File: src/msgst_ld_tg_defines.svh
`ifndef MSGST_LD_TG_DEFINES_SVH
`define MSGST_LD_TG_DEFINES_SVH

////////////////////////////////////////////////////////////
// Message BRAM regions
////////////////////////////////////////////////////////////
`define MSGST_CMD_BASE           32'h0000_0000
`define MSGLD_CMD_BASE           32'h0000_4000
`define MSGST_PLD_BASE           32'h0000_8000

`define MSGST_CMD_WORDS          6
`define MSGLD_CMD_WORDS          4
`define MSGST_PLD_WORDS          8

////////////////////////////////////////////////////////////
// Message store descriptor fields
////////////////////////////////////////////////////////////
// Word 0
`define MSGST_PLD_LENGTH         9'h100     // Payload bytes
`define MSGST_OP                 2'h0       // Store msg
`define MSGST_FNC                16'h0
`define MSGST_ADDR_TRANSLATED    1'b0
// Word 1
`define MSGST_WC_ID              16'h0
`define MSGST_WC_LINE_SIZE       1'b1       // 128B lines
`define MSGST_WC_TIMEOUT_IDX     3'h7
`define MSGST_WC_OP              2'h0
`define MSGST_CSI_DST            5'h4       // PCIe
`define MSGST_START_OFFSET       5'h0
// Word 2
`define MSGST_RESP_REQ           1'b1
`define MSGST_RESP_COOKIE        12'hbdf
`define MSGST_DATA_WIDTH         2'h1
`define MSGST_CLIENT_ID          4'h0       // Fabric port 0
`define MSGST_CSI_DST_FIFO       9'h0
// Word 3
`define MSGST_NO_SNOOP           1'b0
`define MSGST_RO                 1'b0
`define MSGST_IDO                1'b0
`define MSGST_ST2M_ORDERED       1'b0
`define MSGST_WAIT_PLD_PKT_ID    16'h0
`define MSGST_SEED               8'h1f
`define MSGST_PATTERN            2'h0       // LFSR
`define MSGST_EXECUTE_RQ         1'b0
`define MSGST_PRIV_MODE_RQ       1'b0
// Word 4, TPH hints
`define MSGST_IRQ_VECTOR         16'h0
`define MSGST_TH                 1'b0
`define MSGST_PH                 2'h0
`define MSGST_ST_HI              8'h0
// Word 5
`define MSGST_ECC                11'h0
`define MSGST_ENABLE             1'b0
`define MSGST_PASID              20'h0

////////////////////////////////////////////////////////////
// Message load descriptor fields
////////////////////////////////////////////////////////////
// Word 0
`define MSGLD_LENGTH             9'h100
`define MSGLD_OP                 2'h0       // Load msg
`define MSGLD_DATA_WIDTH         1'b1
`define MSGLD_RELAXED_READ       1'b0
`define MSGLD_FNC                16'h0
`define MSGLD_ADDR_TRANSLATED    1'b0
// Word 1
`define MSGLD_RC_ID              6'ha
`define MSGLD_CLIENT_ID          4'h0
`define MSGLD_OP_1               2'h0
`define MSGLD_CSI_DST            5'h4
`define MSGLD_CSI_DST_FIFO       9'h0
`define MSGLD_START_OFFSET       5'h0
// Word 2
`define MSGLD_RESP_COOKIE        12'hbdf
`define MSGLD_NO_SNOOP           1'b0
`define MSGLD_RO                 1'b0
`define MSGLD_IDO                1'b0
`define MSGLD_SEED               8'h1f
`define MSGLD_PATTERN            2'h0
// Word 3
`define MSGLD_ENABLE             1'b0
`define MSGLD_PASID              20'h0
`define MSGLD_EXECUTE_RQ         1'b0
`define MSGLD_PRIV_MODE_RQ       1'b0

`endif

File: src/msgst_ld_pkg.sv
`default_nettype none

package msgst_ld_pkg;

	// BRAM region under fill
	typedef enum logic [1:0] {
		region_msgst_cmd = 2'd0,
		region_msgld_cmd = 2'd1,
		region_msgst_pld = 2'd2
	} fill_region_e;

	// AXI4-Lite write phases of the sequencer
	typedef enum logic [1:0] {
		phase_idle = 2'd0,
		phase_addr = 2'd1,
		phase_data = 2'd2,
		phase_resp = 2'd3
	} wr_phase_e;

endpackage

`default_nettype wire

File: src/fill_if.sv
`timescale 1ns/1ps
`default_nettype none

interface fill_if
	import msgst_ld_pkg::*;
();

	fill_region_e region;
	logic         start;      // First word of a fill
	logic         advance;    // Response done
	logic [2:0]   word_idx;
	logic [31:0]  word_addr;
	logic         last;
	logic [31:0]  word;

	modport seq (
		output region, start, advance,
		input  word_addr, word, last
	);

	modport cnt (
		input  region, start, advance,
		output word_idx, word_addr, last
	);

	modport rom (
		input  region, word_idx,
		output word
	);

endinterface

`default_nettype wire

File: src/descriptor_rom.sv
`timescale 1ns/1ps
`default_nettype none

`include "msgst_ld_tg_defines.svh"

module descriptor_rom
	import msgst_ld_pkg::*;
(
	fill_if.rom fill
);

	logic [`MSGST_CMD_WORDS-1:0][31:0] st_word;
	logic [`MSGLD_CMD_WORDS-1:0][31:0] ld_word;
	logic [31:0]                       pld_word;
	logic [31:0]                       word_sel;

	////////////////////////////////////////////////////////////
	// Store descriptor, reserved bits zero
	////////////////////////////////////////////////////////////
	assign st_word[0] = {2'h0, `MSGST_ADDR_TRANSLATED, 1'b0, `MSGST_FNC, 1'b0,
		`MSGST_OP, `MSGST_PLD_LENGTH};
	assign st_word[1] = {`MSGST_START_OFFSET, `MSGST_CSI_DST, `MSGST_WC_OP,
		`MSGST_WC_TIMEOUT_IDX, `MSGST_WC_LINE_SIZE, `MSGST_WC_ID};
	assign st_word[2] = {4'h0, `MSGST_CSI_DST_FIFO, `MSGST_CLIENT_ID, `MSGST_DATA_WIDTH,
		`MSGST_RESP_COOKIE, `MSGST_RESP_REQ};
	assign st_word[3] = {`MSGST_PRIV_MODE_RQ, `MSGST_EXECUTE_RQ, `MSGST_PATTERN,
		`MSGST_SEED, `MSGST_WAIT_PLD_PKT_ID, `MSGST_ST2M_ORDERED, `MSGST_IDO,
		`MSGST_RO, `MSGST_NO_SNOOP};
	assign st_word[4] = {5'h0, `MSGST_ST_HI, `MSGST_PH, `MSGST_TH, `MSGST_IRQ_VECTOR};
	assign st_word[5] = {`MSGST_PASID, `MSGST_ENABLE, `MSGST_ECC};

	////////////////////////////////////////////////////////////
	// Load descriptor
	////////////////////////////////////////////////////////////
	assign ld_word[0] = {`MSGLD_ADDR_TRANSLATED, 1'b0, `MSGLD_FNC, 1'b0,
		`MSGLD_RELAXED_READ, `MSGLD_DATA_WIDTH, `MSGLD_OP, `MSGLD_LENGTH};
	assign ld_word[1] = {1'b0, `MSGLD_START_OFFSET, `MSGLD_CSI_DST_FIFO, `MSGLD_CSI_DST,
		`MSGLD_OP_1, `MSGLD_CLIENT_ID, `MSGLD_RC_ID};
	assign ld_word[2] = {7'h0, `MSGLD_PATTERN, `MSGLD_SEED, `MSGLD_IDO, `MSGLD_RO,
		`MSGLD_NO_SNOOP, `MSGLD_RESP_COOKIE};
	assign ld_word[3] = {9'h0, `MSGLD_PRIV_MODE_RQ, `MSGLD_EXECUTE_RQ, `MSGLD_PASID,
		`MSGLD_ENABLE};

	// Byte index pattern, byte 4i in the low lane
	assign pld_word = {3'b000, fill.word_idx, 2'd3,
		3'b000, fill.word_idx, 2'd2,
		3'b000, fill.word_idx, 2'd1,
		3'b000, fill.word_idx, 2'd0};

	always_comb
	begin
		word_sel = '0;
		case (fill.region)
			region_msgst_cmd:
			begin
				if (fill.word_idx < 3'(`MSGST_CMD_WORDS))
					word_sel = st_word[fill.word_idx];
			end
			region_msgld_cmd:
			begin
				if (fill.word_idx < 3'(`MSGLD_CMD_WORDS))
					word_sel = ld_word[fill.word_idx];
			end
			region_msgst_pld: word_sel = pld_word;
			default:          word_sel = '0;   // Unused region code
		endcase
	end

	assign fill.word = word_sel;

endmodule

`default_nettype wire

File: src/fill_counter.sv
`timescale 1ns/1ps
`default_nettype none

`include "msgst_ld_tg_defines.svh"

module fill_counter
	import msgst_ld_pkg::*;
(
	input  wire  fabric_clk,
	input  wire  fabric_rst_n,
	fill_if.cnt  fill
);

	logic [2:0]  idx_q;
	logic [31:0] addr_q;
	logic [2:0]  last_idx;
	logic [31:0] base;

	// Region geometry
	always_comb
	begin
		case (fill.region)
			region_msgld_cmd:
			begin
				base     = `MSGLD_CMD_BASE;
				last_idx = 3'(`MSGLD_CMD_WORDS - 1);
			end
			region_msgst_pld:
			begin
				base     = `MSGST_PLD_BASE;
				last_idx = 3'(`MSGST_PLD_WORDS - 1);
			end
			default:
			begin
				base     = `MSGST_CMD_BASE;
				last_idx = 3'(`MSGST_CMD_WORDS - 1);
			end
		endcase
	end

	always_ff @(posedge fabric_clk)
	begin
		if (!fabric_rst_n)
		begin
			idx_q  <= '0;
			addr_q <= '0;
		end
		else if (fill.start || (fill.advance && fill.last))
		begin
			idx_q  <= '0;     // Back to the region base
			addr_q <= base;
		end
		else if (fill.advance)
		begin
			idx_q  <= idx_q + 3'd1;
			addr_q <= addr_q + 32'd4;   // One 32-bit word
		end
	end

	assign fill.word_idx  = idx_q;
	assign fill.word_addr = addr_q;
	assign fill.last      = (idx_q == last_idx);

endmodule

`default_nettype wire

File: src/fill_sequencer.sv
`timescale 1ns/1ps
`default_nettype none

module fill_sequencer
	import msgst_ld_pkg::*;
(
	input  wire         fabric_clk,
	input  wire         fabric_rst_n,
	input  wire         msgst_cmd_fill,
	input  wire         msgld_cmd_fill,
	input  wire         msgst_pld_fill,
	fill_if.seq         fill,
	output logic [31:0] awaddr,
	output logic        awvalid,
	input  wire         awready,
	output logic [31:0] wdata,
	output logic        wvalid,
	input  wire         wready,
	input  wire         bvalid,
	output logic        bready
);

	wr_phase_e    state_q;
	fill_region_e region_q;
	fill_region_e region_pick;
	logic         any_req;
	logic         cur_req;
	logic         resp_done;

	////////////////////////////////////////////////////////////
	// Request arbitration
	////////////////////////////////////////////////////////////

	// Store cmd over load cmd over payload
	always_comb
	begin
		if (msgst_cmd_fill)
			region_pick = region_msgst_cmd;
		else if (msgld_cmd_fill)
			region_pick = region_msgld_cmd;
		else
			region_pick = region_msgst_pld;
	end

	assign any_req = msgst_cmd_fill | msgld_cmd_fill | msgst_pld_fill;

	// Level of the request that owns the running fill
	always_comb
	begin
		case (region_q)
			region_msgst_cmd: cur_req = msgst_cmd_fill;
			region_msgld_cmd: cur_req = msgld_cmd_fill;
			region_msgst_pld: cur_req = msgst_pld_fill;
			default:          cur_req = 1'b0;
		endcase
	end

	// Counter sees the new region in the same cycle as start
	always_comb
	begin
		if (state_q == phase_idle)
			fill.region = region_pick;
		else
			fill.region = region_q;
	end

	assign resp_done    = (state_q == phase_resp) && bvalid && bready;
	assign fill.start   = (state_q == phase_idle) && any_req;
	assign fill.advance = resp_done;

	assign awaddr = fill.word_addr;   // Held in the counter, steady while awvalid is up

	////////////////////////////////////////////////////////////
	// Write phases
	////////////////////////////////////////////////////////////
	always_ff @(posedge fabric_clk)
	begin
		if (!fabric_rst_n)
		begin
			state_q  <= phase_idle;
			region_q <= region_msgst_cmd;
			awvalid  <= 1'b0;
			wvalid   <= 1'b0;
			bready   <= 1'b0;
			wdata    <= '0;
		end
		else
		begin
			case (state_q)
				phase_idle:
				begin
					if (any_req)
					begin
						region_q <= region_pick;   // Fixed until the fill ends
						awvalid  <= 1'b1;
						state_q  <= phase_addr;
					end
				end
				phase_addr:
				begin
					if (awvalid && awready)
					begin
						awvalid <= 1'b0;
						wvalid  <= 1'b1;
						wdata   <= fill.word;
						state_q <= phase_data;
					end
				end
				phase_data:
				begin
					if (wvalid && wready)
					begin
						wvalid  <= 1'b0;
						bready  <= 1'b1;
						state_q <= phase_resp;
					end
				end
				phase_resp:
				begin
					if (resp_done)
					begin
						bready <= 1'b0;
						// Stop only at the region end with the level dropped
						if (fill.last && !cur_req)
							state_q <= phase_idle;
						else
						begin
							awvalid <= 1'b1;
							state_q <= phase_addr;
						end
					end
				end
				default: state_q <= phase_idle;
			endcase
		end
	end

endmodule

`default_nettype wire

File: src/msgst_ld_tg.sv
`timescale 1ns/1ps
`default_nettype none

module msgst_ld_tg
(
	input  wire         fabric_clk,
	input  wire         fabric_rst_n,

	// Fill request levels
	input  wire         msgst_cmd_fill,
	input  wire         msgld_cmd_fill,
	input  wire         msgst_pld_fill,

	// AXI4-Lite write master
	output logic [31:0] awaddr,
	output logic [2:0]  awprot,
	output logic        awvalid,
	input  wire         awready,
	output logic [31:0] wdata,
	output logic [3:0]  wstrb,
	output logic        wvalid,
	input  wire         wready,
	input  wire  [1:0]  bresp,
	input  wire         bvalid,
	output logic        bready
);

	fill_if fill ();

	fill_sequencer u_seq (
		.fabric_clk     (fabric_clk),
		.fabric_rst_n   (fabric_rst_n),
		.msgst_cmd_fill (msgst_cmd_fill),
		.msgld_cmd_fill (msgld_cmd_fill),
		.msgst_pld_fill (msgst_pld_fill),
		.fill           (fill.seq),
		.awaddr         (awaddr),
		.awvalid        (awvalid),
		.awready        (awready),
		.wdata          (wdata),
		.wvalid         (wvalid),
		.wready         (wready),
		.bvalid         (bvalid),
		.bready         (bready)
	);

	fill_counter u_cnt (
		.fabric_clk   (fabric_clk),
		.fabric_rst_n (fabric_rst_n),
		.fill         (fill.cnt)
	);

	descriptor_rom u_rom (
		.fill (fill.rom)
	);

	// Unprivileged data access, whole-word writes only
	assign awprot = 3'b000;
	assign wstrb  = 4'hf;

endmodule

`default_nettype wire

File: config.mk
export PLATFORM = sky130hd
export DESIGN_NAME = msgst_ld_tg
export DESIGN_NICKNAME = d
export VERILOG_FILES = /design/src/msgst_ld_pkg.sv /design/src/fill_if.sv /design/src/descriptor_rom.sv /design/src/fill_counter.sv /design/src/fill_sequencer.sv /design/src/msgst_ld_tg.sv
export VERILOG_INCLUDE_DIRS = /design/src
export SDC_FILE = /design/constraint.sdc
export NUM_CORES = 1
export LEC_CHECK = 0
export BUFFER_PORTS_ARGS = -buffer_cell sky130_fd_sc_hd__buf_4
export CORE_MARGIN = 4
export CORE_UTILIZATION = 58
export CTS_CLUSTER_DIAMETER = 40
export DETAILED_ROUTE_END_ITERATION = 7
export PLACE_DENSITY_LB_ADDON = 0.12
export SLEW_MARGIN = 30
export SYNTH_ARGS = -nofsm -noshare
export SYNTH_HDL_FRONTEND = slang
export SYNTH_SLANG_ARGS = --single-unit
File: constraint.sdc
create_clock -name fabric_clk -period 5.6 [get_ports fabric_clk]
set_clock_uncertainty 0.1 [all_clocks]
set_input_delay 1.12 -clock fabric_clk [delete_from_list [all_inputs] [get_ports fabric_clk]]
set_output_delay 1.12 -clock fabric_clk [all_outputs]
set_load 0.05 [all_outputs]
==> results.yml <==
outcome:
  status: "finished, final reports clean"
cts:
  hold_buffers: 0
  clock_path_buffers: 2
  path_clk_slew_ns: 0.08
  cts_max_level: 3
  insertion_delay_ns: 0.34
  clockRootBuffer: "clkbuf_8"
  cts_buffers: 9
  tritoncts: "built"
  clock-sinks: 68
  post_cts_resized: 0
  post_cts_buffers: 0
synthesis:
  synth_top_area_cell: "dfxtp_1"
  synth_top_area_share_pct: 39.1
  ys_types: 51
  yosysWarnings: 0
  netlist_top_cells_area: "dfxtp_1 39%, nor2_1 5.5%, ha_1 5.4%"
  syn_area_per_cell_um2: 8.56
  ys_ff_latch: 68
  netlist_area_mm2: 0.00348
  synth-seq-area-share_pct: 39.1
  synthCells: 407
critical_path:
  worstSetupStartpointType: "input port"
  cp_max_fo: 33
  crit_slowest_cell: "buf_4"
  cp.required_ns: 5.72
  critPathArrivalTime_ns: 3.39
  max_stage_delay_ns: 0.35
  cp_cell_sequence: "buf_4 -> nand3b_1 -> o21ai_0 -> inv_1 -> ha_1 -> xnor2_1 -> nand3_1 -> o211ai_1 -> buf_4 -> nor2_1"
  critPathKind: "in2reg"
  ff2ff_path_depth: 10
  ff2ff_setup_slack_ns: 2.33
  path_buf_inv: 3
  reg2reg_to: "u_cnt.fill.word_addr[19]$_SDFFE_PN0P_"
  cp_common_cell: "buf_4"
  critPathCaptureType: "flip-flop"
  critical_path.top_delay_family: "buffers and inverters"
  worstReg2RegStart: "u_seq.state_q[0]$_SDFFE_PN0P_"
floorplanning:
  die-area_mm2: 0.00731
  core_mm2: 0.00568
  die_h_um: 85.5
  die_w_um: 85.5
  rows: 27
  io_pins: 84
  start_util_pct: 61.4
global_route:
  grt_first_pass_wirelength_um: 12800
  grt_pass1_vias: 2833
  overflow: 0
  grt_start_max_net_pins: 34
  antenna_found_initial: 0
  track_usage_pct: 21.3
sta:
  tightest_slew_ns: 0.914
  period_share_pct: 58.4
  tns_ns: 0
  finalSetupViolations: 0
  fmax_ghz: 0.306
  holdWs_ns: 0.362
  maxSlewViolCount: 0
  hold_viol_final: 0
  finalCriticalPeriod_ns: 3.27
  rsz0062_at_grt: "false"
  slew_headroom_pct: 38.9
cells_and_area:
  antenna_cells: 0
  area_growth_pct: 18.1
  nets: 487
  final_cell_mix: "70 x buf_4, 68 x dfxtp_1, 51 x nor2_1"
  drive_gt1_share_pct: 21.4
  final_common_cell: "buf_4"
power:
  p_leak_nw: 1.61
  power.density_mw_per_mm2: 324
  max-vdd-ir-drop_mv: 0.221
hold_path:
  hold_path_depth: 2
  hp-start: "u_seq.wdata[16]$_SDFFE_PN0P_"
  min_to: "u_seq.wdata[16]$_SDFFE_PN0P_"
  hp-class: "reg2reg"
detailed_routing:
  firstDrtPassIters: 5
  vias: 2977
  first_iter_violations: 119
  totalWireLength_um: 7510
  viasPerCell: 5.52
  antenna_left: 0
  drcViolationCount: 0
  wl_per_cell_um: 13.9
run:
  cap_violations: 0
place:
  numPortBuffers: 69
  gp_congestion: 0.798
  dp_hpwl_um: 5260
flip-flops by register name, indices dropped and copies added (netlist names), named ones only:
signal / cells
u_seq.wvalid: 1
u_seq.bready: 1
u_seq.awvalid: 1
u_seq.wdata: 23
u_cnt.fill.word_idx: 3
u_cnt.fill.word_addr: 30
u_seq.region_q: 2
u_seq.state_q: 2
power breakdown:
part	total (mW)	internal (mW)	switching (mW)
sequential	0.537	0.508	0.0296
combinational	0.375	0.124	0.251
clock	0.419	0.231	0.189
total	1.33	0.863	0.469
kinds of logic (layout without fill, tap and decap cells):
kind of cell | count (synthesis) | after routing | synth area share (%)
AND/OR/NAND/NOR | 162 | 162 | 24.5
AO/OA/AOI/OAI | 78 | 78 | 14.4
flip-flops | 68 | 68 | 39.1
buffers and inverters | 50 | 100 | 8.23
XOR/XNOR | 27 | 27 | 6.79
adder cells (fa/ha/maj) | 15 | 15 | 5.39
multiplexers | 5 | 5 | 1.44
other | 2 | 12 | 0.216
layer usage:
metal  wire [µm]  global-route usage, %  vias up
met5           0                      0        -
met4          93                   6.91        0
met3         513                   5.92       10
met2        3610                   35.7       78
met1        3290                   26.3     1380
li1            -                      -     1509
worst max path at each step:
stage	start	slack [ns]	cells after the start	endpoint
finish	msgst_cmd_fill	2.33	10	u_cnt.fill.word_addr[19]$_SDFFE_PN0P_
global route	u_seq.state_q[0]$_SDFFE_PN0P_	1.97	11	flip-flop
CTS	u_seq.state_q[0]$_SDFFE_PN0P_	2.30	10	u_cnt.fill.word_addr[19]$_SDFFE_PN0P_
detailed placement	msgst_cmd_fill	1.99	10	u_cnt.fill.word_addr[19]$_SDFFE_PN0P_
global placement	msgst_cmd_fill	2.05	11	flip-flop
floorplan	msgst_cmd_fill	2.50	9	flip-flop
cell usage after synthesis (all sizes together):
library cell  number
a211oi             3
a21boi             4
a21o               1
a21oi             22
a221oi             1
a22oi              8
a2bb2oi            1
a311oi             2
a31oi              8
a32oi              1
and2               1
and3               5
and4               6
and4b              1
buf               29
clkbuf             7
conb               2
dfxtp             68
ha                15
inv               14
mux2i              5
nand2             43
nand2b             1
nand3             19
nand3b             2
nand4              4
nor2              51
nor3              12
nor3b              1
nor4              12
o211ai             2
o21ai             17
o21bai             1
o221a              1
o22ai              2
o31a               1
o31ai              3
or3                3
or4                1
xnor2             21
xor2               6
area by class of cell:
| class | instances | area (µm²) |
|---|---|---|
| Multi-Input combinational cell | 299 | 1870 |
| Sequential cell | 68 | 1360 |
| Tap cell | 72 | 90.1 |
| Clock inverter | 5 | 60.1 |
| Fill cell | 469 | 1560 |
| Clock buffer | 11 | 151 |
| Timing Repair Buffer | 70 | 526 |
| Inverter | 14 | 52.6 |
worst reg2reg max path, cell delays in order (launching register included):
cell,delay [ns]
dfxtp_1,0.38
inv_1,0.11
ha_1,0.32
o21ai_0,0.54
inv_1,0.19
ha_1,0.34
xnor2_1,0.19
nand3_1,0.25
o211ai_1,0.26
buf_4,0.35
nor2_1,0.11
metrics by stage:
step	total power, mW	cells	worst slack [ns]	utilization (%)	instance area (µm²)
5_1_grt	1.41	539	1.97	72.5	4110
6_report	1.33	539	2.33	72.5	4110
3_5_place_dp	0.923	523	1.99	68.7	3900
4_1_cts	1.34	539	2.30	72.5	4110
3_3_place_gp	0.912	523	2.05	68.7	3900
2_1_floorplan	0.844	417	2.50	-	3520
No activity file was read; power rests on OpenSTA's default activity.
